<file path="config.mk">
export PLATFORM = sky130hd
export DESIGN_NAME = mask_lane
export DESIGN_NICKNAME = d
export VERILOG_FILES = /design/src/design/rv32v_mask_pkg.sv /design/src/design/mask_lane.sv /design/src/design/iota_unit.sv /design/src/design/mask_unit.sv /design/src/design/tree_adder_8bit.sv /design/src/design/encoder.sv
export SDC_FILE = /design/constraint.sdc
export NUM_CORES = 1
export LEC_CHECK = 0
export ABC_CLOCK_PERIOD_IN_PS = 10500
export BUFFER_PORTS_ARGS = -buffer_cell sky130_fd_sc_hd__buf_2
export CAP_MARGIN = 20
export CORE_AREA = 5 5 152 154
export DETAILED_ROUTE_END_ITERATION = 7
export DIE_AREA = 0 0 157 159
export PLACE_DENSITY = 0.8
export SLEW_MARGIN = 30
export SYNTH_ARGS = -nofsm -noshare
export SYNTH_HDL_FRONTEND = slang
export SYNTH_SLANG_ARGS = --single-unit
</file>
<file path="constraint.sdc">
create_clock -name clk -period 10.5 [get_ports clk]
set_clock_uncertainty 0.2 [all_clocks]
set_input_delay 1.05 -clock clk [delete_from_list [all_inputs] [get_ports clk]]
set_output_delay 1.05 -clock clk [all_outputs]
set_load 0.05 [all_outputs]
</file>
<file path="src/design/rv32v_mask_pkg.sv">
// Shared word, index and count types plus the mask-op encoding, imported by the lane RTL and its testbench
`default_nettype none

package rv32v_mask_pkg;

  // Word width of the lane, fixed by the 32-bit mask register slice
  localparam int unsigned WORD_W = 32;

  // One mask word, one vector operand or one result word
  typedef logic [WORD_W-1:0] word_t;

  // Position of a single bit inside a word
  typedef logic [4:0] bit_idx_t;

  // Set bits in one byte, 0 to 8, so four bits are needed
  typedef logic [3:0] byte_cnt_t;

  // Set bits in one word, 0 to 32
  // Six bits are required because a full word counts to 32
  typedef logic [5:0] cnt_t;

  // Mask instruction select
  // The n/nor/nand/xnor forms are not separate codes
  // They come from AND, OR and XOR combined with the in_inv and out_inv flags
  typedef enum logic [3:0] {
    // vmand, vmandn, vmnand
    VMASK_AND   = 4'd0,
    // vmor, vmorn, vmnor
    VMASK_OR    = 4'd1,
    // vmxor, vmxnor
    VMASK_XOR   = 4'd2,
    // vcpop.m
    VMASK_POPC  = 4'd3,
    // vfirst.m
    VMASK_FIRST = 4'd4,
    // vmsbf.m
    VMASK_SBF   = 4'd5,
    // vmsif.m
    VMASK_SIF   = 4'd6,
    // vmsof.m
    VMASK_SOF   = 4'd7,
    // viota.m, one word of a longer sequence
    VMASK_IOTA  = 4'd8
  } mask_op_e;

endpackage

`default_nettype wire
</file>
<file path="src/design/mask_lane.sv">
// Top of the vector mask lane with a two-cycle pipeline around the mask datapath and the viota accumulator
`timescale 1ns/10ps
`default_nettype none

module mask_lane (
  input  logic                     clk,
  input  logic                     rst_n,
  input  logic                     valid_in,
  input  rv32v_mask_pkg::mask_op_e mask_type,
  input  logic                     in_inv,
  input  logic                     out_inv,
  input  logic                     iota_start,
  input  rv32v_mask_pkg::word_t    vs1_data,
  input  rv32v_mask_pkg::word_t    vs2_data,
  input  rv32v_mask_pkg::word_t    mask_data,
  output logic                     valid_out,
  output rv32v_mask_pkg::word_t    wdata
);

  import rv32v_mask_pkg::*;

  // Control part of the operand stage
  logic     valid_q;
  mask_op_e op_q;
  logic     in_inv_q;
  logic     out_inv_q;
  logic     iota_start_q;

  // Data words of the operand stage
  word_t    vs1_q;
  word_t    vs2_q;
  word_t    mask_q;

  // Datapath wires between the operand and result stages
  word_t    wdata_m;
  word_t    iota_res;
  cnt_t     popc_count;
  logic     is_iota;

  // Control registers take a new word only when the producer strobes valid_in
  always_ff @(posedge clk or negedge rst_n) begin
    if (!rst_n) begin
      valid_q      <= 1'b0;
      op_q         <= VMASK_AND;
      in_inv_q     <= 1'b0;
      out_inv_q    <= 1'b0;
      iota_start_q <= 1'b0;
    end else begin
      valid_q <= valid_in;
      if (valid_in) begin
        op_q         <= mask_type;
        in_inv_q     <= in_inv;
        out_inv_q    <= out_inv;
        iota_start_q <= iota_start;
      end
    end
  end

  // Data words are held from one valid word to the next
  always_ff @(posedge clk or negedge rst_n) begin
    if (!rst_n) begin
      vs1_q  <= '0;
      vs2_q  <= '0;
      mask_q <= '0;
    end else if (valid_in) begin
      vs1_q  <= vs1_data;
      vs2_q  <= vs2_data;
      mask_q <= mask_data;
    end
  end

  // Only a staged viota word may move the running count
  assign is_iota = (op_q == VMASK_IOTA);

  mask_unit U_MASK (
    .mask_type  (op_q),
    .in_inv     (in_inv_q),
    .out_inv    (out_inv_q),
    .vs1_data   (vs1_q),
    .vs2_data   (vs2_q),
    .mask_data  (mask_q),
    .iota_res   (iota_res),
    .wdata_m    (wdata_m),
    .popc_count (popc_count)
  );

  iota_unit U_IOTA (
    .clk        (clk),
    .rst_n      (rst_n),
    .valid      (valid_q),
    .is_iota    (is_iota),
    .iota_start (iota_start_q),
    .popc_count (popc_count),
    .iota_res   (iota_res)
  );

  // The result stage loads at the edge after the operand stage
  // wdata holds its last value between results and reads zero after reset
  always_ff @(posedge clk or negedge rst_n) begin
    if (!rst_n) begin
      valid_out <= 1'b0;
      wdata     <= '0;
    end else begin
      valid_out <= valid_q;
      if (valid_q) begin
        wdata <= wdata_m;
      end
    end
  end

endmodule

`default_nettype wire

</file>
<file path="src/design/iota_unit.sv">
// Running prefix count of active mask bits that gives viota its base value for each word of a sequence
`timescale 1ns/10ps
`default_nettype none

module iota_unit (
  input  logic                  clk,
  input  logic                  rst_n,
  input  logic                  valid,
  input  logic                  is_iota,
  input  logic                  iota_start,
  input  rv32v_mask_pkg::cnt_t  popc_count,
  output rv32v_mask_pkg::word_t iota_res
);

  import rv32v_mask_pkg::*;

  // Set bits seen over all earlier IOTA words of the current sequence
  // Kept a full word wide since a long sequence passes 63 quickly
  word_t acc;
  // Popcount of the word in the operand stage, widened to the accumulator
  word_t popc_word;
  // High for exactly the cycles that move the accumulator
  logic  acc_en;

  assign popc_word = word_t'(popc_count);
  assign acc_en    = valid & is_iota;

  // A start word has no predecessors, so it always sees zero
  // Later words see the sum built up by the words before them
  assign iota_res = iota_start ? '0 : acc;

  // On a start word the current count becomes the new base
  // Otherwise the current count is added on top of the old sum
  // Non-IOTA words pass through without touching the sum
  always_ff @(posedge clk or negedge rst_n) begin
    if (!rst_n) begin
      acc <= '0;
    end else if (acc_en) begin
      if (iota_start) begin
        acc <= popc_word;
      end else begin
        acc <= acc + popc_word;
      end
    end
  end

  // The result of a word never includes its own popcount
  // That is the exclusive prefix sum viota.m asks for
  // The update lands at the edge that also captures the lane result

endmodule

`default_nettype wire

</file>
<file path="src/design/mask_unit.sv">
// Combinational mask-op datapath of the lane, placed between the operand and result registers of mask_lane
`timescale 1ns/10ps
`default_nettype none

module mask_unit (
  input  rv32v_mask_pkg::mask_op_e mask_type,
  input  logic                     in_inv,
  input  logic                     out_inv,
  input  rv32v_mask_pkg::word_t    vs1_data,
  input  rv32v_mask_pkg::word_t    vs2_data,
  input  rv32v_mask_pkg::word_t    mask_data,
  input  rv32v_mask_pkg::word_t    iota_res,
  output rv32v_mask_pkg::word_t    wdata_m,
  output rv32v_mask_pkg::cnt_t     popc_count
);

  import rv32v_mask_pkg::*;

  // Active source bits after the v0 mask is applied
  word_t     src;
  // Second logical operand, optionally inverted for the andn/orn forms
  word_t     in1;
  // All ones when out_inv is set, XORed onto the logical results
  word_t     out_flip;
  word_t     and_res, or_res, xor_res;
  // Per-byte set-bit counts
  byte_cnt_t cnt0, cnt1, cnt2, cnt3;
  // Low when src has no set bit at all
  logic      found;
  bit_idx_t  first_idx;
  word_t     first_res, sbf_res, sif_res, sof_res;

  assign src      = vs2_data & mask_data;
  assign in1      = in_inv ? ~vs1_data : vs1_data;
  assign out_flip = {WORD_W{out_inv}};

  assign and_res = (vs2_data & in1) ^ out_flip;
  assign or_res  = (vs2_data | in1) ^ out_flip;
  assign xor_res = (vs2_data ^ in1) ^ out_flip;

  encoder ENC (
    .in     (vs2_data),
    .ena    (mask_data),
    .strobe (found),
    .out    (first_idx)
  );

  tree_adder_8bit TA0 (.add_in(src[7:0]),   .add_out(cnt0));
  tree_adder_8bit TA1 (.add_in(src[15:8]),  .add_out(cnt1));
  tree_adder_8bit TA2 (.add_in(src[23:16]), .add_out(cnt2));
  tree_adder_8bit TA3 (.add_in(src[31:24]), .add_out(cnt3));

  // Sum of the four bytes, zero extended so that 32 fits
  assign popc_count = {2'b00, cnt0} + {2'b00, cnt1} + {2'b00, cnt2} + {2'b00, cnt3};

  // vfirst returns -1 on an empty source, which is all ones in the word
  assign first_res = found ? word_t'(first_idx) : '1;

  // Everything below the first set bit
  assign sbf_res = found ? ~({WORD_W{1'b1}} << first_idx) : '1;
  // The two-step shift keeps index 31 correct, the mask then covers the whole word
  assign sif_res = found ? ~(({WORD_W{1'b1}} << first_idx) << 1) : '1;
  // Only the first set bit, nothing when the source is empty
  assign sof_res = found ? (word_t'(1) << first_idx) : '0;

  always_comb begin
    case (mask_type)
      VMASK_AND   : wdata_m = and_res;
      VMASK_OR    : wdata_m = or_res;
      VMASK_XOR   : wdata_m = xor_res;
      VMASK_POPC  : wdata_m = word_t'(popc_count);
      VMASK_FIRST : wdata_m = first_res;
      VMASK_SBF   : wdata_m = sbf_res;
      VMASK_SIF   : wdata_m = sif_res;
      VMASK_SOF   : wdata_m = sof_res;
      VMASK_IOTA  : wdata_m = iota_res;
      default     : wdata_m = '0;
    endcase
  end

endmodule

`default_nettype wire

</file>
<file path="src/design/tree_adder_8bit.sv">
// Population count of one byte as a three-level adder tree, instantiated four times by the mask datapath
`timescale 1ns/10ps
`default_nettype none

module tree_adder_8bit (
  input  logic [7:0]                add_in,
  output rv32v_mask_pkg::byte_cnt_t add_out
);

  // First level adds neighbouring bits into 2-bit pair sums
  logic [1:0] pair0, pair1, pair2, pair3;
  // Second level adds pairs into 3-bit quad sums, 0 to 4
  logic [2:0] quad0, quad1;

  assign pair0 = {1'b0, add_in[0]} + {1'b0, add_in[1]};
  assign pair1 = {1'b0, add_in[2]} + {1'b0, add_in[3]};
  assign pair2 = {1'b0, add_in[4]} + {1'b0, add_in[5]};
  assign pair3 = {1'b0, add_in[6]} + {1'b0, add_in[7]};

  assign quad0 = {1'b0, pair0} + {1'b0, pair1};
  assign quad1 = {1'b0, pair2} + {1'b0, pair3};

  // Last level widens once more so a full byte can reach 8
  assign add_out = {1'b0, quad0} + {1'b0, quad1};

endmodule

`default_nettype wire

</file>
<file path="src/design/encoder.sv">
// Priority encoder that finds the lowest enabled set bit of a word, used by the mask datapath for vfirst and vms*f
`timescale 1ns/10ps
`default_nettype none

module encoder (
  input  rv32v_mask_pkg::word_t    in,
  input  rv32v_mask_pkg::word_t    ena,
  output logic                     strobe,
  output rv32v_mask_pkg::bit_idx_t out
);

  import rv32v_mask_pkg::*;

  // Only bits that are both set and enabled can be reported
  word_t hits;

  assign hits = in & ena;

  // Walk from the top bit down so that the last match written is the lowest one
  // This keeps bit 0 at the highest priority without a break out of the loop
  always_comb begin
    strobe = 1'b0;
    out    = '0;
    for (int i = WORD_W - 1; i >= 0; i--) begin
      if (hits[i]) begin
        strobe = 1'b1;
        out    = bit_idx_t'(i);
      end
    end
  end

  // With no hit the loop leaves strobe low and out at zero
  // Consumers look at strobe before they trust out

endmodule

`default_nettype wire

</file>
# Word level (Yosys, flattened, before mapping)
# Cells that the tools add are included.
# word_totals
reg_bits	169
input_bits	106
output_inout_bits	33
# classes
addsub	32
n_eq_ne	8
shift	2
n_mux	72
bitwise	11
n_reduce_logical	1
# op_table
operator	count
$pmux W32 S9	1
$mux W32	7
$mux W5	32
$xor A32 B32 Y32	4
$not A32 Y32	3
$and A32 B32 Y32	2
$add A1 B1 Y2	16
$add A32 B6 Y32	1
$mux W1	32
$or A32 B32 Y32	1
$shl A1 B5 Y32 const A	1
$shl A32 B5 Y32 const A	1
$add A2 B2 Y3	8
$add A3 B3 Y4	4
$eq A4 B3 Y1 const B	4
$add A6 B4 Y6	2
$eq A4 B2 Y1 const B	2
$add A4 B4 Y5	1
$eq A4 B1 Y1 const B	1
$eq A4 B4 Y1 const B	1
$logic_not A4 Y1	1
$and A1 B1 Y1	1

# Depth between registers and ports, before layout
# Gate-level depths: netlist of the first run.
# depth
ltp_word	37
mapped_depth	29
mapped_depth_nobuf	28

# Modules after synthesis
# From an unflattened synthesis of the first run, not the netlist that was laid out.
# unflattened
cells_unflattened	1581
hier_area_um2	13963.4
# by_module_without_submodules
mod	instances	cells_per_inst	area_each_um2
mask_unit	1	836	5275.1
mask_lane	1	288	5084.9
iota_unit	1	273	2331.0
tree_adder_8bit	4	24	190.2
encoder	1	88	511.7

# Worst setup path after synthesis of the first run
# No wires, ideal clock.
# synth_path
path_kind	register to register
start	register vs2_q[0]
end	register U_IOTA.acc[26]
arrival_ps	8043
required_time_ps	10222
path_slack_ps	2179
path_stages_with_launch	29
path_buffers	1
period_less_slack_ps	8321
path_cell_list	dfrtp_1 -> nand2_1 -> inv_1 -> fa_1 -> inv_1 -> fa_1 -> fa_1 -> fa_1 -> inv_1 -> ha_1 -> inv_1 -> fa_1 -> fa_1 -> fa_1 -> fa_1 -> fa_1 -> fa_1 -> xor2_1 -> inv_1 -> ha_1 -> a21oi_1 -> o21bai_1 -> a21o_1 -> a21o_1 -> nand3_2 -> or2_1 -> clkbuf_1 -> or3_1 -> a21oi_1
# synth_via
elab_chain_cells	9
# synth_lines
item	line	source
start: declaration	mask_lane.sv:31	word_t vs2_q;
start signal: assignment	mask_lane.sv:67	vs2_q <= vs2_data;
$and A32 B32 Y32	mask_unit.sv:33	assign src = vs2_data & mask_data;
$add A1 B1 Y2	tree_adder_8bit.sv:15	assign pair0 = {1'b0, add_in[0]} + {1'b0, add_in[1]};
$add A2 B2 Y3	tree_adder_8bit.sv:20	assign quad0 = {1'b0, pair0} + {1'b0, pair1};
$add A3 B3 Y4	tree_adder_8bit.sv:24	assign add_out = {1'b0, quad0} + {1'b0, quad1};
$add A4 B4 Y5	mask_unit.sv:54	assign popc_count = {2'b00, cnt0} + {2'b00, cnt1} + {2'b00, cnt2} + {2'b00, cnt3};
$add A6 B4 Y6 (2 in series)	mask_unit.sv:54	
$add A32 B6 Y32	iota_unit.sv:42	acc <= acc + popc_word;
$mux W32	iota_unit.sv:39	if (iota_start) begin
end signal: assignment	iota_unit.sv:40	acc <= popc_word;
end signal: assignment	iota_unit.sv:42	
end: declaration	iota_unit.sv:19	word_t acc;
# Every way passes these cells.
# A chain may end at the register's enable or synchronous reset.

# Worst setup path in the final report of the first run
# layout_path
start	register vs2_q[0]
end	register U_IOTA.acc[28]
# Same word-level chain as after synthesis.

==> impl_metrics.tcl, run 1 <==
set metrics [dict create \
    start_util 0.589 \
    place_inst 1752 \
    ys_types 81 \
    cts_max_level 4 \
    area_delta_synth_final_pct 11.5 \
    rsz0062_at_grt "no" \
    reg2reg_from "vs2_q[0]" \
    endpoint "U_IOTA.acc[28]" \
    clk_latency_ns 0.44 \
    cts-hold-fix-buffers 0 \
    cp-startpoint "vs2_q[0]" \
    cpMostUsedCell "fa_1" \
    p_leak_nw 6.57 \
    cts.sinks 169 \
    synth-edff-count 0 \
    root_buffer "clkbuf_16" \
    final_cells 1783 \
    max_slew.worst_pin.slew_ns 1.03 \
    ir_drop_mv 0.286 \
    grt.total_usage 0.334 \
    grt_pass1_vias 11523 \
    avgSynthCellArea_um2 9.05 \
    cp_data_arrival_time_ns 9.18 \
    wl_per_cell_um 23.4 \
    seq_area_frac_synth 0.333 \
    overflow 0 \
    num_rows 54 \
    drive_gt1_frac 0.190 \
    vias 11669 \
    drt_iter0_drc 1313 \
    cts_tree "done" \
    ys_async_sr_fraction 1.00 \
    core_um2 21600 \
    gp_congestion 1.00 \
    cts_resized 0 \
    hold_class "reg -> reg" \
    nNetsFinal 1703 \
    ant_nets 0 \
    cts_setup_buffers 0 \
    die_area_um2 25000 \
    reg2regPathDepth 27 \
    antenna_cells 0 \
    seqCellArea_um2 4230 \
    place_ws_ns 1.61 \
    drc 0 \
    multiInputGateArea_um2 7740 \
    setup_ws_ns 1.48 \
    routed_wl_mm 41.7 \
    hold_viol_final 0 \
    dp_hpwl_mm 31.3 \
    detail_route.first_pass.iterations 6 \
    dominantRegCellSynth "dfrtp_1" \
    layout_commonest_cell "dfrtp_1" \
    slew_viol_final 0 \
    synth_cells 1402 \
    fin_crit_ns 9.02 \
    reg2reg_to "U_IOTA.acc[28]" \
    clk_path_buf_depth 2 \
    synth_fp_nets 1614 \
    p_per_area_nw_per_um2 224 \
    grt_pass1_wl_mm 65.4 \
    antenna_found_initial 0 \
    critPathMaxStageDelay_ns 0.57 \
    synth_warnings 0 \
    die_h_um 159 \
    nFillCells 1779 \
    finish.utilization 0.657 \
    crit_type "reg -> reg" \
    setup_viol 0 \
    ff2ff_setup_slack_ns 1.48 \
    netlist_area_um2 12700 \
    chipWidth_um 157 \
    vias_per_cell 6.54 \
    critPathSlowestCell "fa_1" \
    cp-start-kind "flop" \
    relSlewSlack 0.305 \
    required_ns 10.66 \
    max_freq_mhz 111 \
    cts_inserted_buffers 17 \
    crit_path_end_kind "flop" \
    tns_ns 0 \
    grt_max_degree 102 \
    synth-seq-cells 169 \
    clk_pin_slew_ns 0.07 \
    period_share 0.859 \
    final_cell_mix "dfrtp_1 (167), buf_2 (136), nand2_1 (113), o21ai_0 (104), inv_1 (102)" \
    status "finished, final reports clean" \
    portBuffers 138 \
    num_io_pins 139 \
    cp_max_fo 8 \
    maxCapViolations 0 \
]
==> critical path, delay by kind of cell, from the launching register on <==
family / cells / cell delay, ns
and+or+nand+nor: 4 / 1.12
xor gates and xnor gates: 1 / 0.26
DFF: 1 / 0.43
adders and majority gates: 12 / 5.69
buffers and inverters: 5 / 0.43
AOI/OAI and AO/OA: 5 / 0.83
==> synth_stat cells (25+ instances only) <==
| master | count | area share |
|---|---|---|
| a21oi_1 | 74 | 0.029 |
| a31oi_1 | 26 | 0.013 |
| clkbuf_1 | 57 | 0.017 |
| dfrtp_1 | 169 | 0.33 |
| ha_1 | 83 | 0.082 |
| inv_1 | 102 | 0.030 |
| mux2_2 | 69 | 0.061 |
| nand2_1 | 113 | 0.033 |
| nand2b_1 | 33 | 0.016 |
| nand3_1 | 29 | 0.011 |
| nor2_1 | 74 | 0.022 |
| o21ai_0 | 104 | 0.041 |
| o22ai_1 | 29 | 0.014 |
| o31ai_1 | 25 | 0.015 |
| xnor2_1 | 38 | 0.026 |
| xor2_1 | 49 | 0.034 |
==> state kept, by name (all words and copies together) (netlist names) <==
register and cells:
valid_out 1, in_inv_q 1, op_q 4, wdata 32, valid_q 1, vs2_q 32, U_IOTA.acc 32, vs1_q 32
out_inv_q 1, iota_start_q 1, mask_q 32
==> routing by layer <==
layer  global-route usage  part of all wire  up-vias
li1                     -                 -     5247
met1                0.458              0.40     5719
met2                0.517              0.46      587
met3               0.0639             0.088      116
met4                0.149             0.049        0
met5                    0                 0        -
==> cells by family (layout without fill, tap and decap cells) <==
group                      after synthesis  count (layout)  share of synthesized area
AOI/OAI and AO/OA                      436             436                      0.232
xor gates and xnor gates                87              87                     0.0600
adders and majority gates              106             106                      0.118
buffers and inverters                  187             288                     0.0587
DFF                                    169             169                      0.333
muxes                                   71              71                     0.0628
and+or+nand+nor                        346             346                      0.135
==> final cells by class <==
class                           count  area share
Clock inverter                     13      0.0126
Timing Repair Buffer              154      0.0583
Clock buffer                       18      0.0310
Inverter                          103      0.0273
Tap cell                          280      0.0247
Sequential cell                   169       0.299
Multi-Input combinational cell   1046       0.547
==> report_power, final <==
| part | internal (mW) | switching (mW) | total (mW) |
|---|---|---|---|
| Combinational | 0.668 | 1.02 | 1.69 |
| Sequential | 0.717 | 0.0784 | 0.795 |
| Clock | 0.387 | 0.301 | 0.688 |
==> per-stage QoR <==
| step | total power [mW] | hold slack (ns) | cell area (um2) |
|---|---|---|---|
| 3_3_place_gp | 2.40 | 0.270 | 13500 |
| 5_1_grt | 3.39 | 0.318 | 14200 |
| 3_5_place_dp | 2.46 | 0.272 | 13500 |
| 4_1_cts | 3.15 | 0.292 | 14100 |
| 2_1_floorplan | 2.04 | 0.216 | 12700 |
| 6_report | 3.17 | 0.292 | 14200 |
==> how the worst min path moves through the flow <==
stage	cells after the start	slack, ns	end	from
after detailed placement	2	0.27	wdata[21]	wdata[21]
after floorplan	0	0.22	valid_out	valid_q
after global routing	1	0.32	wdata[7]	wdata[7]
after CTS	2	0.29	wdata[21]	wdata[21]
final	1	0.29	wdata[19]	wdata[19]
after global placement	1	0.27	wdata[15]	wdata[15]
Note: power is estimated with default switching activity, not from simulation.
==> run 2, diff against run 1 <==
--- a/config.mk
+++ b/config.mk
@@ -8,9 +8,9 @@
 export ABC_CLOCK_PERIOD_IN_PS = 10500
 export BUFFER_PORTS_ARGS = -buffer_cell sky130_fd_sc_hd__buf_2
 export CAP_MARGIN = 20
-export CORE_AREA = 5 5 152 154
+export CORE_AREA = 5 5 129 181
 export DETAILED_ROUTE_END_ITERATION = 7
-export DIE_AREA = 0 0 157 159
+export DIE_AREA = 0 0 134 186
 export PLACE_DENSITY = 0.8
 export SLEW_MARGIN = 30
 export SYNTH_ARGS = -nofsm -noshare
==> run 2 against run 1 <==
Effect of this change:
- final cell count fell by 0.73%
- routed wire length rose by 0.74%
- register-to-register slack improved by 0.02 ns
- sequential power barely moved
- sequential share of layout area barely moved
- clock power rose by 2%
- die area fell by 0.16%
- combinational power barely moved
- critical path type unchanged
- critical endpoint is now U_IOTA.acc[30]
- largest power group unchanged
==> impl_metrics.tcl, run 2 (synthesized netlist as in run 1, its figures left out) <==
set metrics [dict create \
    fin_crit_ns 9.00 \
    period_share 0.857 \
    gp_congestion 1.02 \
    detail_route.first_pass.iterations 6 \
    fin_area_um2 14200 \
    slew_viol_final 0 \
    core_um2 21500 \
    p_clk_frac 0.219 \
    hold_viol_final 0 \
    grt_pass1_vias 11670 \
    relSlewSlack 0.325 \
    die_area_um2 24900 \
    final_cell_mix "dfrtp_1 (167), buf_2 (136), nand2_1 (113), o21ai_0 (104), inv_1 (102)" \
    finish.utilization 0.658 \
    final_cells 1770 \
    grt_pass1_wl_mm 64.7 \
    portBuffers 138 \
    grt.met2_usage 0.578 \
    p_leak_nw 6.59 \
    crit_type "reg -> reg" \
    cp-start-kind "flop" \
    antenna_found_initial 0 \
    area_delta_synth_final_pct 11.7 \
    critPathMaxStageDelay_ns 0.56 \
    clk_latency_ns 0.45 \
    max_freq_mhz 111 \
    tns_ns 0 \
    crit_path_end_kind "flop" \
    dp_hpwl_mm 31.4 \
    p_comb_frac 0.534 \
    clk_pin_slew_ns 0.07 \
    chipWidth_um 134 \
    cts_setup_buffers 0 \
    ant_nets 0 \
    overflow 0 \
    antenna_cells 0 \
    critPathSlowestCell "fa_1" \
    cts_inserted_buffers 17 \
    layout_commonest_cell "dfrtp_1" \
    power_mw 3.22 \
    switching_share 0.441 \
    place_ws_ns 1.65 \
    rsz0062_at_grt "no" \
    grt.total_usage 0.339 \
    ff2ff_setup_slack_ns 1.50 \
    ir_drop_mv 0.223 \
    routed_wl_mm 42.0 \
    root_buffer "clkbuf_16" \
    cts.sinks 169 \
    status "finished, final reports clean" \
    cts_tree "done" \
    reg2reg_to "U_IOTA.acc[30]" \
    wl_per_cell_um 23.7 \
    setup_ws_ns 1.50 \
    cts_resized 0 \
    clk_path_buf_depth 2 \
    grt-busiest-layer "met2" \
    cts-hold-fix-buffers 0 \
    cp_max_fo 8 \
    p_per_area_nw_per_um2 227 \
    setup_viol 0 \
    die_h_um 186 \
    start_util 0.589 \
    num_io_pins 139 \
    post_dp_cell_area_um2 13500 \
    critPathBufInv 5 \
    vias 11687 \
    cts_max_level 4 \
    pwr-share-seq 0.247 \
    num_rows 64 \
    grt_max_degree 102 \
    cpMostUsedCell "fa_1" \
    nNetsFinal 1705 \
    use_met1 0.400 \
    cp_top_family "adder cells" \
    p_int_mw 1.80 \
    reg2regPathDepth 27 \
    p_sw_mw 1.42 \
    max_slew.worst_pin.slew_ns 1.01 \
    hold_class "in -> async" \
    drc 0 \
    hold_ws_ns 0.289 \
    reg2reg_from "vs2_q[0]" \
    maxCapViolations 0 \
    required_ns 10.67 \
    cp_data_arrival_time_ns 9.17 \
    vias_per_cell 6.60 \
    drive_gt1_frac 0.192 \
    grt_use_met3 0.0576 \
    place_inst 1738 \
    drt_iter0_drc 1087 \
]
run 2: how the worst max path moves through the flow:
stage,startpoint,end,slack (ns),cells past startpoint
2_1_floorplan,vs2_q[0],U_IOTA.acc[26],2.18,28
3_3_place_gp,vs2_q[0],U_IOTA.acc[28],1.79,27
3_5_place_dp,vs2_q[0],U_IOTA.acc[28],1.65,27
4_1_cts,vs2_q[0],U_IOTA.acc[30],1.57,27
5_1_grt,vs2_q[0],U_IOTA.acc[30],1.0,27
6_report,vs2_q[0],U_IOTA.acc[30],1.50,27
run 2: final cells by class:
class,instances,area [um2]
multi-input cells,1046,7750
fillers,1724,7360
flip-flops and latches,169,4230
repair buffers,156,838
clock buffers,17,425
inverters,103,387
well taps,264,330
clock inverters,15,215
run 2: metal layers:
metal  up-vias  share of wire
met3       170          0.078
met5         -              0
met4         0          0.066
met2       653           0.49
li1       5261              -
met1      5603           0.36
run 2: power groups by stage:
stage	clock network [mW]	logic (mW)	registers, mW
finish	0.704	1.72	0.795
global route	0.732	1.92	0.803
CTS	0.707	1.69	0.794
detailed placement	0	1.67	0.806
global placement	0	1.61	0.802
floorplan	0	1.20	0.834
